[src/common/core_pkg.sv]
package core_pkg;

    ////////////////////////////////////////
    // Widths
    ////////////////////////////////////////

    // Data and address width
    localparam int XLEN = 32;
    // Instruction word width
    localparam int ILEN = 32;
    // Register file geometry
    localparam int RF_ADDR_W = 5;
    localparam int RF_DEPTH = 32;

    // First fetch address after reset
    localparam logic [XLEN-1:0] RESET_PC = '0;

    ////////////////////////////////////////
    // Opcodes
    ////////////////////////////////////////

    // Control flow
    localparam logic [6:0] OPC_JAL = 7'b1101111;
    localparam logic [6:0] OPC_JALR = 7'b1100111;
    localparam logic [6:0] OPC_BRANCH = 7'b1100011;
    // Non control flow formats that need their own immediate
    localparam logic [6:0] OPC_STORE = 7'b0100011;
    localparam logic [6:0] OPC_LUI = 7'b0110111;
    localparam logic [6:0] OPC_AUIPC = 7'b0010111;

    // Branch funct3 encodings
    localparam logic [2:0] F3_BEQ = 3'b000;
    localparam logic [2:0] F3_BNE = 3'b001;
    localparam logic [2:0] F3_BLT = 3'b100;
    localparam logic [2:0] F3_BGE = 3'b101;
    localparam logic [2:0] F3_BLTU = 3'b110;
    localparam logic [2:0] F3_BGEU = 3'b111;

    // ADDI x0, x0, 0
    localparam logic [ILEN-1:0] NOP_INSTR = 32'h0000_0013;

    ////////////////////////////////////////
    // PC source
    ////////////////////////////////////////

    // Target that a stage claims for the next PC
    typedef enum logic [1:0] {
        PC_PLUS4  = 2'b00,
        PC_JAL    = 2'b01,
        PC_BRANCH = 2'b10,
        PC_JALR   = 2'b11
    } pc_source_t;

endpackage
[src/hdl/fetch_top.sv]
`timescale 1ns/1ps

module fetch_top import core_pkg::*; (
    input  logic                 clk_i,
    input  logic                 rst_n_i,

    // Instruction memory
    output logic [XLEN-1:0]      imem_addr_o,
    input  logic [ILEN-1:0]      imem_rdata_i,

    // Backend
    input  logic                 backend_stall_i,
    input  logic                 rf_we_i,
    input  logic [RF_ADDR_W-1:0] rf_waddr_i,
    input  logic [XLEN-1:0]      rf_wdata_i,
    output logic                 ex_valid_o,
    output logic [XLEN-1:0]      ex_pc_o,
    output logic [ILEN-1:0]      ex_instr_o
);

    ////////////////////////////////////////
    // Stage wiring
    ////////////////////////////////////////

    // IF to ID
    logic [XLEN-1:0] pc_if;
    logic [ILEN-1:0] instr_if;
    logic            valid_if;

    // ID to EX
    logic [XLEN-1:0] pc_id;
    logic [ILEN-1:0] instr_id;
    logic [XLEN-1:0] imm_id;
    logic [XLEN-1:0] rs1_val_id;
    logic [XLEN-1:0] rs2_val_id;
    logic            valid_id;
    logic [XLEN-1:0] jump_target_id;
    pc_source_t      pc_source_id;

    // EX claims
    pc_source_t      pc_source_ex;
    logic            branch_decision_ex;
    logic [XLEN-1:0] branch_target_ex;
    logic [XLEN-1:0] jalr_target_ex;

    // Stall and flush
    logic stall_if;
    logic stall_id;
    logic stall_ex;
    logic flush_id;
    logic flush_ex;

    if_stage if_stage_i (
        .clk_i                (clk_i),
        .rst_n_i              (rst_n_i),
        .imem_rdata_i         (imem_rdata_i),
        .imem_addr_o          (imem_addr_o),
        .pc_if_o              (pc_if),
        .instr_if_o           (instr_if),
        .valid_if_o           (valid_if),
        .stall_if_i           (stall_if),
        .flush_id_i           (flush_id),
        .valid_id_i           (valid_id),
        .valid_ex_i           (ex_valid_o),
        .jump_target_id_i     (jump_target_id),
        .branch_target_ex_i   (branch_target_ex),
        .jalr_target_ex_i     (jalr_target_ex),
        .branch_decision_ex_i (branch_decision_ex),
        .pc_source_id_i       (pc_source_id),
        .pc_source_ex_i       (pc_source_ex)
    );

    id_stage id_stage_i (
        .clk_i            (clk_i),
        .rst_n_i          (rst_n_i),
        .pc_if_i          (pc_if),
        .instr_if_i       (instr_if),
        .valid_if_i       (valid_if),
        .stall_id_i       (stall_id),
        .flush_id_i       (flush_id),
        .rf_we_i          (rf_we_i),
        .rf_waddr_i       (rf_waddr_i),
        .rf_wdata_i       (rf_wdata_i),
        .pc_id_o          (pc_id),
        .instr_id_o       (instr_id),
        .imm_id_o         (imm_id),
        .rs1_val_id_o     (rs1_val_id),
        .rs2_val_id_o     (rs2_val_id),
        .valid_id_o       (valid_id),
        .jump_target_id_o (jump_target_id),
        .pc_source_id_o   (pc_source_id)
    );

    branch_unit branch_unit_i (
        .clk_i                (clk_i),
        .rst_n_i              (rst_n_i),
        .pc_id_i              (pc_id),
        .instr_id_i           (instr_id),
        .imm_id_i             (imm_id),
        .rs1_val_id_i         (rs1_val_id),
        .rs2_val_id_i         (rs2_val_id),
        .valid_id_i           (valid_id),
        .pc_source_id_i       (pc_source_id),
        .stall_ex_i           (stall_ex),
        .flush_ex_i           (flush_ex),
        .valid_ex_o           (ex_valid_o),
        .pc_source_ex_o       (pc_source_ex),
        .branch_decision_ex_o (branch_decision_ex),
        .branch_target_ex_o   (branch_target_ex),
        .jalr_target_ex_o     (jalr_target_ex),
        .ex_pc_o              (ex_pc_o),
        .ex_instr_o           (ex_instr_o)
    );

    hazard_ctrl hazard_ctrl_i (
        .valid_id_i           (valid_id),
        .valid_ex_i           (ex_valid_o),
        .branch_decision_ex_i (branch_decision_ex),
        .pc_source_id_i       (pc_source_id),
        .pc_source_ex_i       (pc_source_ex),
        .backend_stall_i      (backend_stall_i),
        .stall_if_o           (stall_if),
        .stall_id_o           (stall_id),
        .stall_ex_o           (stall_ex),
        .flush_id_o           (flush_id),
        .flush_ex_o           (flush_ex)
    );

endmodule

[src/hdl/hazard_ctrl.sv]
`timescale 1ns/1ps

module hazard_ctrl import core_pkg::*; (
    // Stage claims
    input  logic       valid_id_i,
    input  logic       valid_ex_i,
    input  logic       branch_decision_ex_i,
    input  pc_source_t pc_source_id_i,
    input  pc_source_t pc_source_ex_i,

    // Back pressure from backend
    input  logic       backend_stall_i,

    output logic       stall_if_o,
    output logic       stall_id_o,
    output logic       stall_ex_o,
    output logic       flush_id_o,
    output logic       flush_ex_o
);

    logic redirect_ex;
    logic redirect_id;

    // Taken branch or JALR in EX
    assign redirect_ex = valid_ex_i &&
                         (((pc_source_ex_i == PC_BRANCH) && branch_decision_ex_i) ||
                          (pc_source_ex_i == PC_JALR));
    // JAL in ID
    assign redirect_id = valid_id_i && (pc_source_id_i == PC_JAL);

    // Whole front end freezes together
    assign stall_if_o = backend_stall_i;
    assign stall_id_o = backend_stall_i;
    assign stall_ex_o = backend_stall_i;

    // Redirect stays pending while frozen and fires on the next free edge
    assign flush_id_o = (redirect_ex || redirect_id) && !backend_stall_i;
    assign flush_ex_o = redirect_ex && !backend_stall_i;

endmodule

[src/hdl/branch_unit.sv]
`timescale 1ns/1ps

module branch_unit import core_pkg::*; (
    input  logic            clk_i,
    input  logic            rst_n_i,

    // From ID
    input  logic [XLEN-1:0] pc_id_i,
    input  logic [ILEN-1:0] instr_id_i,
    input  logic [XLEN-1:0] imm_id_i,
    input  logic [XLEN-1:0] rs1_val_id_i,
    input  logic [XLEN-1:0] rs2_val_id_i,
    input  logic            valid_id_i,
    input  pc_source_t      pc_source_id_i,

    // Pipeline control
    input  logic            stall_ex_i,
    input  logic            flush_ex_i,

    // Redirect claim
    output logic            valid_ex_o,
    output pc_source_t      pc_source_ex_o,
    output logic            branch_decision_ex_o,
    output logic [XLEN-1:0] branch_target_ex_o,
    output logic [XLEN-1:0] jalr_target_ex_o,

    // Towards backend
    output logic [XLEN-1:0] ex_pc_o,
    output logic [ILEN-1:0] ex_instr_o
);

    ////////////////////////////////////////
    // ID/EX register
    ////////////////////////////////////////

    logic [XLEN-1:0] imm_ex;
    logic [XLEN-1:0] rs1_ex;
    logic [XLEN-1:0] rs2_ex;
    logic [XLEN-1:0] jalr_sum;
    logic            cond_true;

    // Control part
    always_ff @(posedge clk_i or negedge rst_n_i) begin
        if (!rst_n_i) begin
            valid_ex_o <= 1'b0;
            pc_source_ex_o <= PC_PLUS4;
        end else if (flush_ex_i) begin
            valid_ex_o <= 1'b0;
            pc_source_ex_o <= PC_PLUS4;
        end else if (!stall_ex_i) begin
            valid_ex_o <= valid_id_i;
            pc_source_ex_o <= pc_source_id_i;
        end
    end

    // Payload part
    always_ff @(posedge clk_i) begin
        if (flush_ex_i) begin
            ex_instr_o <= NOP_INSTR;
        end else if (!stall_ex_i) begin
            ex_pc_o <= pc_id_i;
            ex_instr_o <= instr_id_i;
            imm_ex <= imm_id_i;
            rs1_ex <= rs1_val_id_i;
            rs2_ex <= rs2_val_id_i;
        end
    end

    ////////////////////////////////////////
    // Resolve
    ////////////////////////////////////////

    // Branch condition by funct3
    always_comb begin
        case (ex_instr_o[14:12])
            F3_BEQ:  cond_true = (rs1_ex == rs2_ex);
            F3_BNE:  cond_true = (rs1_ex != rs2_ex);
            F3_BLT:  cond_true = ($signed(rs1_ex) < $signed(rs2_ex));
            F3_BGE:  cond_true = ($signed(rs1_ex) >= $signed(rs2_ex));
            F3_BLTU: cond_true = (rs1_ex < rs2_ex);
            F3_BGEU: cond_true = (rs1_ex >= rs2_ex);
            default: cond_true = 1'b0;
        endcase
    end

    // Only meaningful for a branch
    assign branch_decision_ex_o = (pc_source_ex_o == PC_BRANCH) && cond_true;

    // Targets
    assign branch_target_ex_o = ex_pc_o + imm_ex;
    assign jalr_sum = rs1_ex + imm_ex;
    // Bit 0 cleared for JALR
    assign jalr_target_ex_o = {jalr_sum[XLEN-1:1], 1'b0};

endmodule

[src/decode/id_stage.sv]
`timescale 1ns/1ps

module id_stage import core_pkg::*; (
    input  logic                 clk_i,
    input  logic                 rst_n_i,

    // From IF
    input  logic [XLEN-1:0]      pc_if_i,
    input  logic [ILEN-1:0]      instr_if_i,
    input  logic                 valid_if_i,

    // Pipeline control
    input  logic                 stall_id_i,
    input  logic                 flush_id_i,

    // Backend write port
    input  logic                 rf_we_i,
    input  logic [RF_ADDR_W-1:0] rf_waddr_i,
    input  logic [XLEN-1:0]      rf_wdata_i,

    // Towards EX and the PC controller
    output logic [XLEN-1:0]      pc_id_o,
    output logic [ILEN-1:0]      instr_id_o,
    output logic [XLEN-1:0]      imm_id_o,
    output logic [XLEN-1:0]      rs1_val_id_o,
    output logic [XLEN-1:0]      rs2_val_id_o,
    output logic                 valid_id_o,
    output logic [XLEN-1:0]      jump_target_id_o,
    output pc_source_t           pc_source_id_o
);

    ////////////////////////////////////////
    // IF/ID register
    ////////////////////////////////////////

    logic [6:0] opcode;

    // Flush drops the wrong path word, stall holds everything
    always_ff @(posedge clk_i or negedge rst_n_i) begin
        if (!rst_n_i) begin
            pc_id_o <= RESET_PC;
            instr_id_o <= NOP_INSTR;
            valid_id_o <= 1'b0;
        end else if (flush_id_i) begin
            instr_id_o <= NOP_INSTR;
            valid_id_o <= 1'b0;
        end else if (!stall_id_i) begin
            pc_id_o <= pc_if_i;
            instr_id_o <= instr_if_i;
            valid_id_o <= valid_if_i;
        end
    end

    ////////////////////////////////////////
    // Decode
    ////////////////////////////////////////

    assign opcode = instr_id_o[6:0];

    // Immediate by format, I type by default
    always_comb begin
        case (opcode)
            OPC_STORE: begin
                imm_id_o = {{20{instr_id_o[31]}}, instr_id_o[31:25], instr_id_o[11:7]};
            end
            OPC_BRANCH: begin
                imm_id_o = {{19{instr_id_o[31]}}, instr_id_o[31], instr_id_o[7],
                            instr_id_o[30:25], instr_id_o[11:8], 1'b0};
            end
            OPC_LUI, OPC_AUIPC: begin
                imm_id_o = {instr_id_o[31:12], 12'b0};
            end
            OPC_JAL: begin
                imm_id_o = {{11{instr_id_o[31]}}, instr_id_o[31], instr_id_o[19:12],
                            instr_id_o[20], instr_id_o[30:21], 1'b0};
            end
            default: begin
                imm_id_o = {{20{instr_id_o[31]}}, instr_id_o[31:20]};
            end
        endcase
    end

    // JAL resolves here
    assign jump_target_id_o = pc_id_o + imm_id_o;

    // Control flow class
    always_comb begin
        case (opcode)
            OPC_JAL:    pc_source_id_o = PC_JAL;
            OPC_JALR:   pc_source_id_o = PC_JALR;
            OPC_BRANCH: pc_source_id_o = PC_BRANCH;
            default:    pc_source_id_o = PC_PLUS4;
        endcase
    end

    // Operand read, rs1 and rs2 fields
    reg_file reg_file_i (
        .clk_i    (clk_i),
        .rst_n_i  (rst_n_i),
        .raddr1_i (instr_id_o[19:15]),
        .raddr2_i (instr_id_o[24:20]),
        .rdata1_o (rs1_val_id_o),
        .rdata2_o (rs2_val_id_o),
        .we_i     (rf_we_i),
        .waddr_i  (rf_waddr_i),
        .wdata_i  (rf_wdata_i)
    );

endmodule

[src/decode/reg_file.sv]
`timescale 1ns/1ps

module reg_file import core_pkg::*; (
    input  logic                 clk_i,
    input  logic                 rst_n_i,

    // Asynchronous read ports
    input  logic [RF_ADDR_W-1:0] raddr1_i,
    input  logic [RF_ADDR_W-1:0] raddr2_i,
    output logic [XLEN-1:0]      rdata1_o,
    output logic [XLEN-1:0]      rdata2_o,

    // Write port
    input  logic                 we_i,
    input  logic [RF_ADDR_W-1:0] waddr_i,
    input  logic [XLEN-1:0]      wdata_i
);

    // No storage behind x0
    logic [XLEN-1:0] regs [1:RF_DEPTH-1];

    // Architectural state of x1 to x31
    always_ff @(posedge clk_i or negedge rst_n_i) begin
        if (!rst_n_i) begin
            for (int i = 1; i < RF_DEPTH; i++) begin
                regs[i] <= '0;
            end
        end else if (we_i && (waddr_i != '0)) begin
            regs[waddr_i] <= wdata_i;
        end
    end

    // Reads see the value before a same cycle write
    // Register 0 reads as zero
    assign rdata1_o = (raddr1_i == '0) ? '0 : regs[raddr1_i];
    assign rdata2_o = (raddr2_i == '0) ? '0 : regs[raddr2_i];

endmodule

[src/hdl/if_stage.sv]
`timescale 1ns/1ps

module if_stage import core_pkg::*; (
    input  logic            clk_i,
    input  logic            rst_n_i,

    // Instruction memory, answers in the same cycle
    input  logic [ILEN-1:0] imem_rdata_i,
    output logic [XLEN-1:0] imem_addr_o,

    // Towards ID
    output logic [XLEN-1:0] pc_if_o,
    output logic [ILEN-1:0] instr_if_o,
    output logic            valid_if_o,

    // Pipeline control
    input  logic            stall_if_i,
    input  logic            flush_id_i,

    // Redirect claims for the PC controller
    input  logic            valid_id_i,
    input  logic            valid_ex_i,
    input  logic [XLEN-1:0] jump_target_id_i,
    input  logic [XLEN-1:0] branch_target_ex_i,
    input  logic [XLEN-1:0] jalr_target_ex_i,
    input  logic            branch_decision_ex_i,
    input  pc_source_t      pc_source_id_i,
    input  pc_source_t      pc_source_ex_i
);

    ////////////////////////////////////////
    // Fetch
    ////////////////////////////////////////

    logic [XLEN-1:0] next_pc;

    // Fetch address straight from PC register
    assign imem_addr_o = pc_if_o;
    // Fetched word goes on to ID unchanged
    assign instr_if_o = imem_rdata_i;

    // PC register, held on stall
    always_ff @(posedge clk_i or negedge rst_n_i) begin
        if (!rst_n_i) begin
            pc_if_o <= RESET_PC;
        end else if (!stall_if_i) begin
            pc_if_o <= next_pc;
        end
    end

    // Next PC selection
    pc_controller pc_controller_i (
        .curr_pc_i            (pc_if_o),
        .jump_target_id_i     (jump_target_id_i),
        .branch_target_ex_i   (branch_target_ex_i),
        .jalr_target_ex_i     (jalr_target_ex_i),
        .valid_id_i           (valid_id_i),
        .valid_ex_i           (valid_ex_i),
        .branch_decision_ex_i (branch_decision_ex_i),
        .pc_source_id_i       (pc_source_id_i),
        .pc_source_ex_i       (pc_source_ex_i),
        .next_pc_o            (next_pc)
    );

    // Bubble when held or on the wrong path
    assign valid_if_o = !stall_if_i && !flush_id_i;

endmodule

[src/hdl/pc_controller.sv]
`timescale 1ns/1ps

module pc_controller import core_pkg::*; (
    // Current fetch address
    input  logic [XLEN-1:0] curr_pc_i,

    // Candidate targets
    input  logic [XLEN-1:0] jump_target_id_i,
    input  logic [XLEN-1:0] branch_target_ex_i,
    input  logic [XLEN-1:0] jalr_target_ex_i,

    // Stage claims
    input  logic            valid_id_i,
    input  logic            valid_ex_i,
    input  logic            branch_decision_ex_i,
    input  pc_source_t      pc_source_id_i,
    input  pc_source_t      pc_source_ex_i,

    output logic [XLEN-1:0] next_pc_o
);

    logic take_branch_ex;
    logic take_jalr_ex;
    logic take_jal_id;

    // EX claims, oldest instruction wins
    assign take_branch_ex = valid_ex_i && (pc_source_ex_i == PC_BRANCH) && branch_decision_ex_i;
    assign take_jalr_ex = valid_ex_i && (pc_source_ex_i == PC_JALR);
    // ID only redirects for JAL
    assign take_jal_id = valid_id_i && (pc_source_id_i == PC_JAL);

    // Priority select
    always_comb begin
        if (take_branch_ex) begin
            next_pc_o = branch_target_ex_i;
        end else if (take_jalr_ex) begin
            next_pc_o = jalr_target_ex_i;
        end else if (take_jal_id) begin
            next_pc_o = jump_target_id_i;
        end else begin
            next_pc_o = curr_pc_i + XLEN'(4);
        end
    end

endmodule

[config.mk]
export PLATFORM = sky130hd
export DESIGN_NAME = fetch_top
export DESIGN_NICKNAME = d
export VERILOG_FILES = /design/src/common/core_pkg.sv /design/src/hdl/fetch_top.sv /design/src/hdl/hazard_ctrl.sv /design/src/hdl/branch_unit.sv /design/src/decode/id_stage.sv /design/src/decode/reg_file.sv /design/src/hdl/if_stage.sv /design/src/hdl/pc_controller.sv
export SDC_FILE = /design/constraint.sdc
export NUM_CORES = 2
export LEC_CHECK = 0
export BUFFER_PORTS_ARGS = -buffer_cell sky130_fd_sc_hd__buf_2
export CAP_MARGIN = 20
export CORE_ASPECT_RATIO = 1.25
export CORE_MARGIN = 2
export CORE_UTILIZATION = 64
export DETAILED_ROUTE_END_ITERATION = 16
export PLACE_DENSITY = 0.81
export SYNTH_ARGS = -nofsm -noshare
export SYNTH_HDL_FRONTEND = slang
export SYNTH_SLANG_ARGS = --single-unit
[constraint.sdc]
create_clock -name clk_i -period 8 [get_ports clk_i]
set_input_delay 0 -clock clk_i [delete_from_list [all_inputs] [get_ports clk_i]]
set_output_delay 0 -clock clk_i [all_outputs]
set_load 0.05 [all_outputs]
==> impl_metrics.toml <==
[outcome]
outcome = "finished clean"

[pwr]
swShare_pct = 31.0
p_int_w = 0.0141
ir_drop_v = 0.000224
p_per_area_nw_per_um2 = 269
p_leak_nw = 32.1
power_frac_clock_pct = 29.5
seq_power_share_pct = 42.9
switchingPower_w = 0.00633
power_frac_comb_pct = 27.6

[timing]
period_share_pct = 66.6
max_freq_ghz = 0.188
finalSetupViolations = 0
worstMarginPinSlew_ns = 1.14
slew_headroom_pct = 23.4
drv_slew = 0
final_hold_viol_count = 0
rsz0062_at_grt = "no"
min_period_ns = 5.32
fin_worst_skew_ns = 0.0290
fin_setup_tns_ns = 0

[detailed_routing]
dr.pass1.iters = 5
dr.first_iter.drc_count = 4968
drt-vias-per-instance = 7.24
drt_wl_total_um = 202000
drc_errors = 0
vias = 45900
ant_nets = 0
wl_per_cell_um = 31.9

[final_layout]
fillerInstances = 6709
utilization_pct = 71.2
drive_above_1_share_pct = 45.3
syn_to_final_growth_pct = 10.6
finalNetCount = 5000

[synthesis]
synth.distinct_cells = 77
ys_ff_latch = 1252
seq_area_frac_synth_pct = 46.4
synthArstFlopShare_pct = 87.2
yosys.area.top_type = "dfrtp_1"
synth_area_leaders = "dfrtp_1 (40%), mux4_2 (19%), mux2_2 (18%), edfxtp_1 (5.6%), ha_1 (2.3%)"
synth_nets = 4935
yosys_warnings = 0
postSynthCellCount = 4734
synth_top_area_share_pct = 39.8
yosys.cell_count.top_type = "mux2_2"
avgSynthCellArea_um2 = 14.5
synth-main-ff-cell = "dfrtp_1"
synth_edf_count = 128
synth_common_cells = "mux2_2 (1125), dfrtp_1 (1089), mux4_2 (576)"
syn_area_um2 = 68500

[critical_path]
crit_fanout = 42
critical_path_arrival_ns = 5.98
cp.required_ns = 8.66
critPathCaptureType = "register"
worstSetupPathType = "reg -> reg"
start_kind = "register"

[floorplanning]
pin_count = 170
num_rows = 134
dieHeight_um = 370
die_w_um = 297
fp.dieArea_um2 = 110000
initial_core_util_pct = 64.4
core_um2 = 106000

[clock_network]
cts_setup_buffers = 0
numCtsBuffers = 121
clock-sinks = 1252
clkSlewWorstSetupHoldPaths_ns = 0.07
cts.path.max_buffers = 3
tritoncts = "yes"
htree_num_levels = 3
clock_latency_ns = 0.75
cts-root-buf = "clkbuf_16"

[grt]
grt_max_degree = 167
grt_pass1_wl_um = 301000
first_global_vias = 46900
grt_antenna_before_repair = 11
grt-ovfl-total = 0
grt_usage_pct = 37.5

[job]
max-cap-violations = 0

[hold_path]
hp-class = "in -> reg"

[placed_design]
hpwl_um = 119000
io_buffers = 169
place.gp.congestion = 1.01
cells by family after synthesis:
group | synth area share (%)
XOR/XNOR | 1.20
multiplexers | 38.2
buffers and inverters | 2.69
flip-flops | 46.4
AO/OA/AOI/OAI | 5.77
AND/OR/NAND/NOR | 3.30
adder cells (fa/ha/maj) | 2.37
worst max-delay path, stage by stage (launching register included):
cell and delay, ns:
edfxtp_1 0.42, ha_1 0.40, nand4_1 0.20, nor4_1 0.97, o311a_1 0.35, a211oi_2 0.09
mux2i_1 0.34, a2111oi_4 0.14, nor3_4 0.81, buf_4 0.64, a22o_1 0.22, dlygate4sd3_1 0.64
stage by stage:
stage	power [W]	worst slack (ns)	hold slack (ns)	cells	area (um2)
3_3_place_gp	0.0141	3.32	0.150	6006	70600
2_1_floorplan	0.0127	1.12	-0.296	4734	68500
4_1_cts	0.0203	2.87	0.00212	6332	75700
3_5_place_dp	0.0143	3.21	0.148	6006	70600
6_report	0.0204	2.68	0.0518	6337	75800
5_1_grt	0.0211	2.64	0.0545	6334	75800
power groups by stage:
stage          clock (W)  sequential [W]  combinational, W
6_report         0.00601         0.00874           0.00563
5_1_grt          0.00629         0.00888           0.00598
4_1_cts          0.00603         0.00870           0.00557
3_5_place_dp           0         0.00880           0.00549
3_3_place_gp           0         0.00869           0.00537
2_1_floorplan          0         0.00868           0.00397
final cells by class:
| type | instances | area (um2) | area share [%] |
|---|---|---|---|
| repair buffers | 357 | 2630 | 3.47 |
| flip-flops and latches | 1252 | 31800 | 42.0 |
| clock buffers | 181 | 3600 | 4.75 |
| clock inverters | 47 | 544 | 0.718 |
| inverters | 73 | 274 | 0.362 |
| well taps | 1428 | 1790 | 2.36 |
| multi-input cells | 2994 | 35100 | 46.3 |
| diodes | 5 | 12.5 | 0.0165 |
metal layers:
layer	vias up	GRT usage (%)	share of wire, %
met5	-	0	0.042
met4	12	20.1	6.0
met3	687	8.47	10
met2	2651	57.4	47
met1	24000	50.4	37
li1	18500	-	-
final timing paths:
check / from / to / slack, ns / depth (start not counted)
setup reg to reg: branch_unit_i.rs1_ex[31]$_SDFFCE_PN0P_ / id_stage_i.instr_id_o[31]$_DFFE_PN0P_ / 2.68 / 11
hold / removal: imem_rdata_i[21] / id_stage_i.instr_id_o[21]$_DFFE_PN0P_ / 0.05 / 3
min in group asynchronous: rst_n_i / id_stage_i.instr_id_o[27]$_DFFE_PN0P_ / 0.33 / 3
hold reg to reg: branch_unit_i.ex_instr_o[28]$_SDFFE_PP0N_ / branch_unit_i.ex_instr_o[28]$_SDFFE_PP0N_ / 0.48 / 1
max in group asynchronous: rst_n_i / id_stage_i.reg_file_i.regs[138]$_DFFE_PN0P_ / 5.62 / 5
setup / recovery: branch_unit_i.rs1_ex[31]$_SDFFCE_PN0P_ / id_stage_i.instr_id_o[31]$_DFFE_PN0P_ / 2.68 / 11
cells in the final DEF (no fill, tap or decap), drive strengths merged, types with 16 or more instances in the layout:
cell type and n:
a211oi 28, nor3 30, xnor2 58, dfrtp 1089, clkbuf 181, mux2 1155, nor2 109, a21o 47
inv 80, xor2 36, clkinv 25, nand4 23, mux4 576, o21ai 85, nand2 130, a22o 127
and3 25, a21oi 120, buf 260, edfxtp 128, ha 125, nand3 46, mux2i 22, dlygate4sd3 97
dfxtp 32, o211ai 16, nand2b 21
timing repair:
item	4_1_cts	5_1_grt
hold buffers	98	0
hold endpoints to repair	1149	0
resized for setup	0	0
registers in the layout (all words and copies together), names as in the netlist, 2 cells and up:
name                          cells
branch_unit_i.rs2_ex             32
branch_unit_i.ex_pc_o            32
branch_unit_i.rs1_ex             32
id_stage_i.pc_id_o               32
if_stage_i.imem_addr_o           32
branch_unit_i.imm_ex             32
branch_unit_i.ex_instr_o         32
id_stage_i.reg_file_i.regs      992
id_stage_i.instr_id_o            32
branch_unit_i.pc_source_ex_o      2
Note: power is estimated with default switching activity, not from simulation.
